===== src/groovy_pkg.sv =====
// shared definitions for the host command port
// bus word widths and the opcode enum with its range limits
// bus event, video and vram status, host config and av mode structs

package groovy_pkg;

    // one bus word and the word counter inside a transaction
    localparam int WORD_W  = 16;
    localparam int INDEX_W = 5;

    // host opcodes, sent as word 0 of a transaction
    typedef enum logic [15:0]
    {
        GET_GROOVY_STATUS = 16'h00F0,
        GET_GROOVY_HPS    = 16'h00F1,
        SET_INIT          = 16'h00F2,
        SET_SWITCHRES     = 16'h00F3,
        SET_BLIT          = 16'h00F4,
        SET_LOGO          = 16'h00F5,
        SET_AUDIO         = 16'h00F6
    } ext_cmd_e;

    // opcode window that the core answers
    localparam ext_cmd_e CMD_MIN = GET_GROOVY_STATUS;
    localparam ext_cmd_e CMD_MAX = SET_AUDIO;

    // one bus event as seen by execute and readback
    typedef struct packed
    {
        logic               strobe;
        // word number, saturates at the top
        logic [INDEX_W-1:0] index;
        // opcode of the running transaction, raw value
        logic [WORD_W-1:0]  cmd;
        logic [WORD_W-1:0]  data;
    } bus_word_t;

    // video timing state from the scan-out side
    typedef struct packed
    {
        logic [31:0] frame;
        logic [15:0] vcount;
        logic        vblank;
        logic        f1;
        logic        frameskip;
    } video_status_t;

    // vram fill state
    typedef struct packed
    {
        logic [23:0] pixels;
        logic [23:0] queue;
        logic        synced;
        logic        end_frame;
        logic        ready;
    } vram_status_t;

    // host settings, packed so the struct is the reply word
    // verbose sits in bits 1:0, arm_clock on top
    typedef struct packed
    {
        logic [1:0] arm_clock;
        logic       server_type;
        logic       jumbo_frames;
        logic [1:0] joy_inputs;
        logic [1:0] kbd_inputs;
        logic       screensaver;
        logic       blit;
        logic [1:0] verbose;
    } hps_config_t;

    // audio and rgb modes set by SET_INIT
    typedef struct packed
    {
        logic [1:0] sound_rate;
        logic [1:0] sound_chan;
        logic [1:0] rgb_mode;
    } av_mode_t;

endpackage


===== src/hps_cmd_decode.sv =====
// transaction tracking for the host word bus
// latches the opcode, counts words and checks the opcode range

`timescale 1ns/1ps

module hps_cmd_decode
(
    input  logic                  clk_sys,
    input  logic                  reset_audio,
    input  logic                  io_enable,
    input  logic                  io_strobe,
    input  logic [15:0]           io_din,
    output groovy_pkg::bus_word_t word,
    output logic                  cmd_known,
    output logic                  dout_en
);

    // latched opcode and word counter of the current transaction
    logic [groovy_pkg::WORD_W-1:0]  cmd_q;
    logic [groovy_pkg::INDEX_W-1:0] index_q;
    logic                           dout_en_q;

    // strobes outside a transaction are ignored
    logic strobe;

    assign strobe = io_strobe && io_enable;

    // word 0 carries the opcode straight from the bus
    always_comb
    begin
        word.strobe = strobe;
        word.index  = index_q;
        word.cmd    = (index_q == '0) ? io_din : cmd_q;
        word.data   = io_din;
    end

    assign cmd_known = (word.cmd >= groovy_pkg::CMD_MIN) && (word.cmd <= groovy_pkg::CMD_MAX);
    assign dout_en   = dout_en_q;

    always_ff @(posedge clk_sys)
    begin
        if (reset_audio || !io_enable)
        begin
            cmd_q     <= '0;
            index_q   <= '0;
            dout_en_q <= 1'b0;
        end
        else if (strobe)
        begin
            // index holds at its maximum on long transactions
            if (index_q != '1)
            begin
                index_q <= index_q + 1'b1;
            end
            if (index_q == '0)
            begin
                cmd_q     <= io_din;
                dout_en_q <= cmd_known;
            end
        end
    end

    // the word index only moves on a strobe inside an enabled transaction
    a_index_step: assert property (@(posedge clk_sys) disable iff (reset_audio)
        (index_q != $past(index_q)) && (index_q != '0) |-> $past(io_enable && io_strobe));

endmodule


===== src/hps_cmd_execute.sv =====
// write side of the host command port
// mode register, request flags with acknowledges, frame and sample count

`timescale 1ns/1ps

module hps_cmd_execute
(
    input  logic                  clk_sys,
    input  logic                  reset_audio,
    input  groovy_pkg::bus_word_t word,
    input  logic                  cmd_known,
    input  logic                  reset_switchres,
    input  logic                  reset_blit,
    output groovy_pkg::av_mode_t  av_mode,
    output logic                  cmd_init,
    output logic                  cmd_switchres,
    output logic                  cmd_blit,
    output logic                  cmd_logo,
    output logic                  cmd_audio,
    output logic [31:0]           switchres_frame,
    output logic [15:0]           audio_samples
);

    // init flag from word 1 waits for the mode word
    logic init_pending;

    // only strobes of a known opcode write anything
    logic wr;

    assign wr = word.strobe && cmd_known;

    always_ff @(posedge clk_sys)
    begin
        if (reset_audio)
        begin
            av_mode         <= '0;
            cmd_init        <= 1'b0;
            cmd_switchres   <= 1'b0;
            cmd_blit        <= 1'b0;
            cmd_logo        <= 1'b0;
            cmd_audio       <= 1'b0;
            switchres_frame <= '0;
            audio_samples   <= '0;
        end
        else
        begin
            // acknowledges first, a set below takes priority
            if (reset_switchres)
            begin
                cmd_switchres <= 1'b0;
            end
            if (reset_blit)
            begin
                cmd_blit <= 1'b0;
            end

            if (wr && (word.index == 5'd1))
            begin
                case (groovy_pkg::ext_cmd_e'(word.cmd))
                    groovy_pkg::SET_INIT:
                    begin
                        cmd_switchres <= 1'b0;
                        cmd_blit      <= 1'b0;
                        cmd_logo      <= 1'b0;
                        cmd_audio     <= 1'b0;
                        av_mode       <= '0;
                    end
                    groovy_pkg::SET_SWITCHRES: switchres_frame[15:0] <= word.data;
                    groovy_pkg::SET_BLIT:      cmd_blit <= word.data[0];
                    groovy_pkg::SET_LOGO:      cmd_logo <= word.data[0];
                    groovy_pkg::SET_AUDIO:
                    begin
                        audio_samples <= word.data;
                        cmd_audio     <= 1'b1;
                    end
                    default: ;
                endcase
            end

            if (wr && (word.index == 5'd2))
            begin
                case (groovy_pkg::ext_cmd_e'(word.cmd))
                    groovy_pkg::SET_INIT:
                    begin
                        av_mode.sound_rate <= word.data[1:0];
                        av_mode.sound_chan <= word.data[3:2];
                        av_mode.rgb_mode   <= word.data[5:4];
                        cmd_init           <= init_pending;
                    end
                    groovy_pkg::SET_SWITCHRES:
                    begin
                        switchres_frame[31:16] <= word.data;
                        cmd_switchres          <= 1'b1;
                    end
                    default: ;
                endcase
            end
        end
    end

    // payload only, read at word 2
    always_ff @(posedge clk_sys)
    begin
        if (wr && (word.index == 5'd1) && (word.cmd == groovy_pkg::SET_INIT))
        begin
            init_pending <= word.data[0];
        end
    end

    // switchres request only comes from the high frame word
    a_switchres_src: assert property (@(posedge clk_sys) disable iff (reset_audio)
        $rose(cmd_switchres) |-> $past(wr && (word.index == 5'd2)
            && (word.cmd == groovy_pkg::SET_SWITCHRES)));

endmodule


===== src/hps_ext.sv =====
// host command port top level
// decode feeds the bus word to the execute and readback blocks

`timescale 1ns/1ps

module hps_ext
#(
    parameter int RISE_CNT_W = 8
)
(
    input  logic                      clk_sys,
    input  logic                      reset_audio,
    input  logic                      io_enable,
    input  logic                      io_strobe,
    input  logic [15:0]               io_din,
    output logic [15:0]               io_dout,
    output logic                      dout_en,
    input  logic [7:0]                state,
    input  logic                      hps_rise,
    input  logic                      hps_audio,
    input  groovy_pkg::hps_config_t   hps_config,
    input  groovy_pkg::video_status_t video,
    input  groovy_pkg::vram_status_t  vram,
    input  logic                      reset_switchres,
    input  logic                      reset_blit,
    output groovy_pkg::av_mode_t      av_mode,
    output logic                      cmd_init,
    output logic                      cmd_switchres,
    output logic                      cmd_blit,
    output logic                      cmd_logo,
    output logic                      cmd_audio,
    output logic [31:0]               switchres_frame,
    output logic [15:0]               audio_samples
);

    // current bus event and its opcode check
    groovy_pkg::bus_word_t word;
    logic                  cmd_known;

    hps_cmd_decode u_decode
    (
        .clk_sys     (clk_sys),
        .reset_audio (reset_audio),
        .io_enable   (io_enable),
        .io_strobe   (io_strobe),
        .io_din      (io_din),
        .word        (word),
        .cmd_known   (cmd_known),
        .dout_en     (dout_en)
    );

    hps_cmd_execute u_execute
    (
        .clk_sys         (clk_sys),
        .reset_audio     (reset_audio),
        .word            (word),
        .cmd_known       (cmd_known),
        .reset_switchres (reset_switchres),
        .reset_blit      (reset_blit),
        .av_mode         (av_mode),
        .cmd_init        (cmd_init),
        .cmd_switchres   (cmd_switchres),
        .cmd_blit        (cmd_blit),
        .cmd_logo        (cmd_logo),
        .cmd_audio       (cmd_audio),
        .switchres_frame (switchres_frame),
        .audio_samples   (audio_samples)
    );

    hps_status_readback #(.RISE_CNT_W(RISE_CNT_W)) u_readback
    (
        .clk_sys     (clk_sys),
        .reset_audio (reset_audio),
        .word        (word),
        .cmd_known   (cmd_known),
        .io_enable   (io_enable),
        .hps_rise    (hps_rise),
        .state       (state),
        .hps_audio   (hps_audio),
        .hps_config  (hps_config),
        .video       (video),
        .vram        (vram),
        .io_dout     (io_dout)
    );

endmodule


===== src/hps_status_readback.sv =====
// read side of the host command port
// hps_rise toggle counter, status snapshot and reply word mux

`timescale 1ns/1ps

module hps_status_readback
#(
    parameter int RISE_CNT_W = 8
)
(
    input  logic                      clk_sys,
    input  logic                      reset_audio,
    input  groovy_pkg::bus_word_t     word,
    input  logic                      cmd_known,
    input  logic                      io_enable,
    input  logic                      hps_rise,
    input  logic [7:0]                state,
    input  logic                      hps_audio,
    input  groovy_pkg::hps_config_t   hps_config,
    input  groovy_pkg::video_status_t video,
    input  groovy_pkg::vram_status_t  vram,
    output logic [15:0]               io_dout
);

    // edge detect on hps_rise, both edges count
    logic                  rise_d;
    logic [RISE_CNT_W-1:0] rise_cnt;

    // status frozen at word 1 of GET_GROOVY_STATUS
    groovy_pkg::video_status_t video_snap;
    groovy_pkg::vram_status_t  vram_snap;

    logic        snap_take;
    logic [15:0] reply;

    assign snap_take = word.strobe && cmd_known && (word.index == 5'd1)
        && (word.cmd == groovy_pkg::GET_GROOVY_STATUS);

    always_ff @(posedge clk_sys)
    begin
        if (reset_audio)
        begin
            rise_d   <= 1'b0;
            rise_cnt <= '0;
        end
        else
        begin
            rise_d <= hps_rise;
            // counter wraps freely
            if (rise_d ^ hps_rise)
            begin
                rise_cnt <= rise_cnt + 1'b1;
            end
        end
    end

    always_ff @(posedge clk_sys)
    begin
        if (snap_take)
        begin
            video_snap <= video;
            vram_snap  <= vram;
        end
    end

    // reply for the word on the bus this cycle
    always_comb
    begin
        reply = '0;
        if (word.index == '0)
        begin
            // unknown opcodes get a zero reply
            if (cmd_known)
            begin
                reply = 16'(rise_cnt);
            end
        end
        else if (cmd_known)
        begin
            case (groovy_pkg::ext_cmd_e'(word.cmd))
                groovy_pkg::GET_GROOVY_STATUS:
                    case (word.index)
                        // word 1 replies from the live frame counter
                        5'd1: reply = video.frame[15:0];
                        5'd2: reply = video_snap.frame[31:16];
                        5'd3: reply = video_snap.vcount;
                        5'd4: reply = {vram_snap.queue[7:0], |state, hps_audio,
                                       video_snap.f1, video_snap.vblank,
                                       video_snap.frameskip, vram_snap.synced,
                                       vram_snap.end_frame, vram_snap.ready};
                        5'd5: reply = vram_snap.queue[23:8];
                        5'd6: reply = vram_snap.pixels[15:0];
                        5'd7: reply = {8'd0, vram_snap.pixels[23:16]};
                        default: reply = '0;
                    endcase
                groovy_pkg::GET_GROOVY_HPS:
                    if (word.index == 5'd1)
                    begin
                        reply = 16'(hps_config);
                    end
                default: reply = '0;
            endcase
        end
    end

    // reply holds until the next strobe
    always_ff @(posedge clk_sys)
    begin
        if (reset_audio || !io_enable)
        begin
            io_dout <= '0;
        end
        else if (word.strobe)
        begin
            io_dout <= reply;
        end
    end

endmodule


===== config.mk =====
export PLATFORM = sky130hd
export DESIGN_NAME = hps_ext
export DESIGN_NICKNAME = d
export VERILOG_FILES = /design/src/groovy_pkg.sv /design/src/hps_cmd_decode.sv /design/src/hps_cmd_execute.sv /design/src/hps_ext.sv /design/src/hps_status_readback.sv
export SDC_FILE = /design/constraint.sdc
export NUM_CORES = 1
export LEC_CHECK = 0
export ABC_AREA = 1
export BUFFER_PORTS_ARGS = -buffer_cell sky130_fd_sc_hd__buf_2
export CORE_MARGIN = 3
export CORE_UTILIZATION = 53
export DETAILED_ROUTE_END_ITERATION = 16
export GPL_TIMING_DRIVEN = 0
export PLACE_DENSITY_LB_ADDON = 0.1
export SLEW_MARGIN = 5
export SYNTH_ARGS = -nofsm -noshare
export SYNTH_HDL_FRONTEND = slang
export SYNTH_SLANG_ARGS = --single-unit
export TNS_END_PERCENT = 100

===== constraint.sdc =====
create_clock -name clk_sys -period 9.9 [get_ports clk_sys]
set_input_delay 1.485 -clock clk_sys [delete_from_list [all_inputs] [get_ports clk_sys]]
set_output_delay 1.485 -clock clk_sys [all_outputs]
set_load 0.01 [all_outputs]

==> impl_results.md <==
* Result of the run: finished clean
* Post-synth top area cell: sky130_fd_sc_hd__edfxtp_1
* Static Leak at 4.87 nW
* Pin count of the biggest net entering global routing at 20
* Post-CTS setup repair buffer count at 0
* Vertical die dimension at 133 µm
* Area of the die at 17800 µm²
* Worst hold path class: reg -> reg
* Area of the core at 15500 µm²
* Slowest-stage cell, CP: sky130_fd_sc_hd__nor3_2
* Top_reg_cell synth: sky130_fd_sc_hd__dfxtp_1
* Transition at the pin with the smallest max-transition slack at 0.818 ns
* Final clock skew at 0.00795 ns
* Area share of the largest cell type after synthesis at 0.304
* CTS Hold Bufs at 0
* Total power of the final layout at 1.62 mW
* Final hold violation count at 0
* Initial antenna violation count at 2
* Required time reported for the critical path endpoint at 10.05 ns
* Final Setup Violations at 0
* Via-per-instance ratio at 5.01
* Relative max-transition margin at 0.452
* TritonCTS clock tree: done
* First-pass DRT Iterations at 5
* Yosys warning count at 0
* Final core area utilization at 0.683
* Internal power at 1.21 mW
* Switching power as a share of total power at 0.251
* Starting DRT DRC Count at 503
* Biggest area contributors in the synthesized netlist: sky130_fd_sc_hd__edfxtp_1 30%, sky130_fd_sc_hd__dfxtp_1 25%, sky130_fd_sc_hd__nand2_1 14%
* Max-cap violations at 0
* Final min period at 4.04 ns
* Endpoint class of the critical path: flop
* Sequential-to-total area share from yosys stat at 0.550
* FF-to-FF Start: u_decode.index_q[0]
* Setup slack of the most critical reg-to-reg path at 6.34 ns
* Number of distinct library cells after synthesis at 33
* Antenna Nets Post-Route at 0
* Post-synthesis net count at 1218
* Worst Min Path Start: u_readback.io_dout[15]
* Layout cells sized above 1 at 0.232
* Post-synthesis cell area at 8600 µm²
* Total power divided by cell area at 152 nW/µm²
* Crit path max fanout at 12
* Cell chain of the critical path: buf_2, inv_1, nand2_1, nor2_1, nand2_1, nand2_1, nor2b_4, nand2_2, nor2_2, nand2_1, nor3_2, buf_6, buf_4, buf_8
* Post-synth EDFFs at 87
* HPWL after DPL at 17500 µm
* Worst Path Class, Setup: in -> reg
* Effective utilization at floorplan at 0.553
* Die Wd at 133 µm
* Synth Area per Inst at 8.07 µm²
* Final RePlAce weighted congestion at 0.902
* Unrepaired setup endpoints after global routing: false
* Area Growth Syn to Fin at 23.4%
* Longest individual stage delay on the worst path at 0.68 ns
* Post-Place Setup Slack at 5.43 ns
* Global-route wire length before repair at 36200 µm
* Highest clock rate at 248 MHz
* CTS resizes at 0
* Syn Inst Count at 1066
* Buf+Inv Stages, Crit Path at 5
* Max-slew violations at 0
* Arrival time reported for the critical path endpoint at 4.19 ns
* Routed length per instance at 14.9 µm
* Maximum level of the CTS H-tree at 4
* Diodes inserted at 0
* Residual DRC at 0
* Crit path launch type: input port
* Final Cycle Share at 0.408
* Input/output buffers at 221
* Register bit total from synthesis at 193
* Most prevalent standard cell on the critical path: sky130_fd_sc_hd__nand2_1
* Total Routed Length at 22800 µm
* Row cnt at 45
* Proportion of power drawn by flip-flops and latches at 0.518
* Share of flip-flops with an asynchronous set or reset after synthesis at 0
* TritonCTS buffer count at 17
* Vias in the first global route at 7102
* Clk slew on worst S/H paths at 0.08 ns
* GR Overflow Total at 0
* Clock group share of total power at 0.413
* Total GRT Usage at 0.261
* Peak supply drop at 0.128 mV
* Switching power of the nets at 405 µW
* CTS sink count at 193
* Number of top-level pins at 222
* CP delay by family, top: simple AND/OR/NAND/NOR gates
* Detailed-route via count at 7703
* Logic pwr share at 0.069
* Startpoint of the worst setup timing path: io_din[8]
* Post-route worst setup slack at 5.86 ns
* Clock latency reported for the late side of the worst-skew pair at 0.44 ns
* Root buf cell: sky130_fd_sc_hd__clkbuf_16
* Number of buffers between clock root and the deepest sink at 2
* Final Net Count at 1465
-- worst min-delay path: cells and delay by family (launching register included) --
kind            cells  cell delay, ns
simple gates        1            0.06
flops               1            0.31
compound gates      1            0.05
-- synth_stat cells (all sizes together) (2+ instances only) --
| cell type | number |
|---|---|
| nand2 | 332 |
| and3 | 5 |
| a21oi | 73 |
| clkinv | 3 |
| nand3 | 70 |
| nor3 | 8 |
| dfxtp | 106 |
| nor2 | 167 |
| clkbuf | 14 |
| o21ai | 33 |
| edfxtp | 87 |
| o22ai | 2 |
| a211oi | 5 |
| ha | 6 |
| inv | 97 |
| buf | 25 |
| nand4 | 28 |
-- final timing paths --
check,endpoint,depth (start not counted)
worst max-delay path,u_readback.video_snap[9],14
worst max register to register,u_readback.video_snap[9],15
worst min-delay path,u_readback.io_dout[15],2
worst min register to register,u_readback.io_dout[15],2
-- per-stage QoR --
stage	TNS [ns]	hold slack, ns	cells	cell area, µm²
6_report	0	0.464	1537	10600
5_1_grt	0	0.484	1537	10600
4_1_cts	0	0.466	1537	10600
2_1_floorplan	0	0.429	1066	8600
3_5_place_dp	0	0.453	1505	10000
3_3_place_gp	-109.24	0.442	1498	9970
-- cells in the final DEF, fill, tap and decap left out, drive strengths merged, types with 2 or more instances in the layout --
| cell type | synthesis | routed |
|---|---|---|
| inv | 97 | 108 |
| clkinv | 3 | 6 |
| a211oi | 5 | 5 |
| nand4 | 28 | 28 |
| nand2 | 332 | 332 |
| nand3 | 70 | 70 |
| dfxtp | 106 | 106 |
| buf | 25 | 253 |
| edfxtp | 87 | 87 |
| nor3 | 8 | 8 |
| o21ai | 33 | 33 |
| ha | 6 | 6 |
| a21oi | 73 | 73 |
| and3 | 5 | 5 |
| o22ai | 2 | 2 |
| clkbuf | 14 | 32 |
| nor2 | 167 | 167 |
-- cell type report --
type / count / area [µm²]
Multi-Input combinational cell: 734 / 3300
Tap cell: 211 / 264
Inverter: 100 / 375
Timing Repair Buffer: 228 / 1170
Clock buffer: 18 / 429
Sequential cell: 193 / 4730
Clock inverter: 14 / 138
Fill cell: 1314 / 4930
Buffer: 39 / 195
-- metal layers --
| layer | up-vias | part of all wire | global-route usage |
|---|---|---|---|
| met1 | 3424 | 0.41 | 0.322 |
| met2 | 282 | 0.49 | 0.438 |
| met5 | - | 0.0012 | 0 |
| met4 | 4 | 0.033 | 0.112 |
| met3 | 53 | 0.070 | 0.0650 |
| li1 | 3940 | - | - |
-- power by group through the flow --
stage | clock [mW] | combinational [mW] | sequential (mW)
after global routing | 0.710 | 0.127 | 0.837
after floorplan | 0 | 0.0573 | 0.855
after CTS | 0.673 | 0.112 | 0.837
after global placement | 0 | 0.110 | 0.855
after detailed placement | 0 | 0.111 | 0.855
final | 0.667 | 0.112 | 0.837
-- kinds of logic (layout without fill, tap and decap cells) --
family | count (synthesis) | in the layout | share of synthesized area
compound gates | 115 | 115 | 0.0691
fa+ha+maj | 6 | 6 | 0.00873
buf+inv | 139 | 399 | 0.0663
flops | 193 | 193 | 0.550
simple gates | 613 | 613 | 0.305
-- registers in the layout (all words and copies together), names as in the netlist, 5 cells and up --
name                       count
u_readback.io_dout            16
u_decode.index_q               5
u_readback.video_snap         35
u_execute.av_mode              6
u_execute.switchres_frame     32
u_execute.audio_samples       16
u_readback.rise_cnt            8
u_readback.vram_snap          51
u_decode.cmd_q                16
No activity file was read; power rests on OpenSTA's default activity.
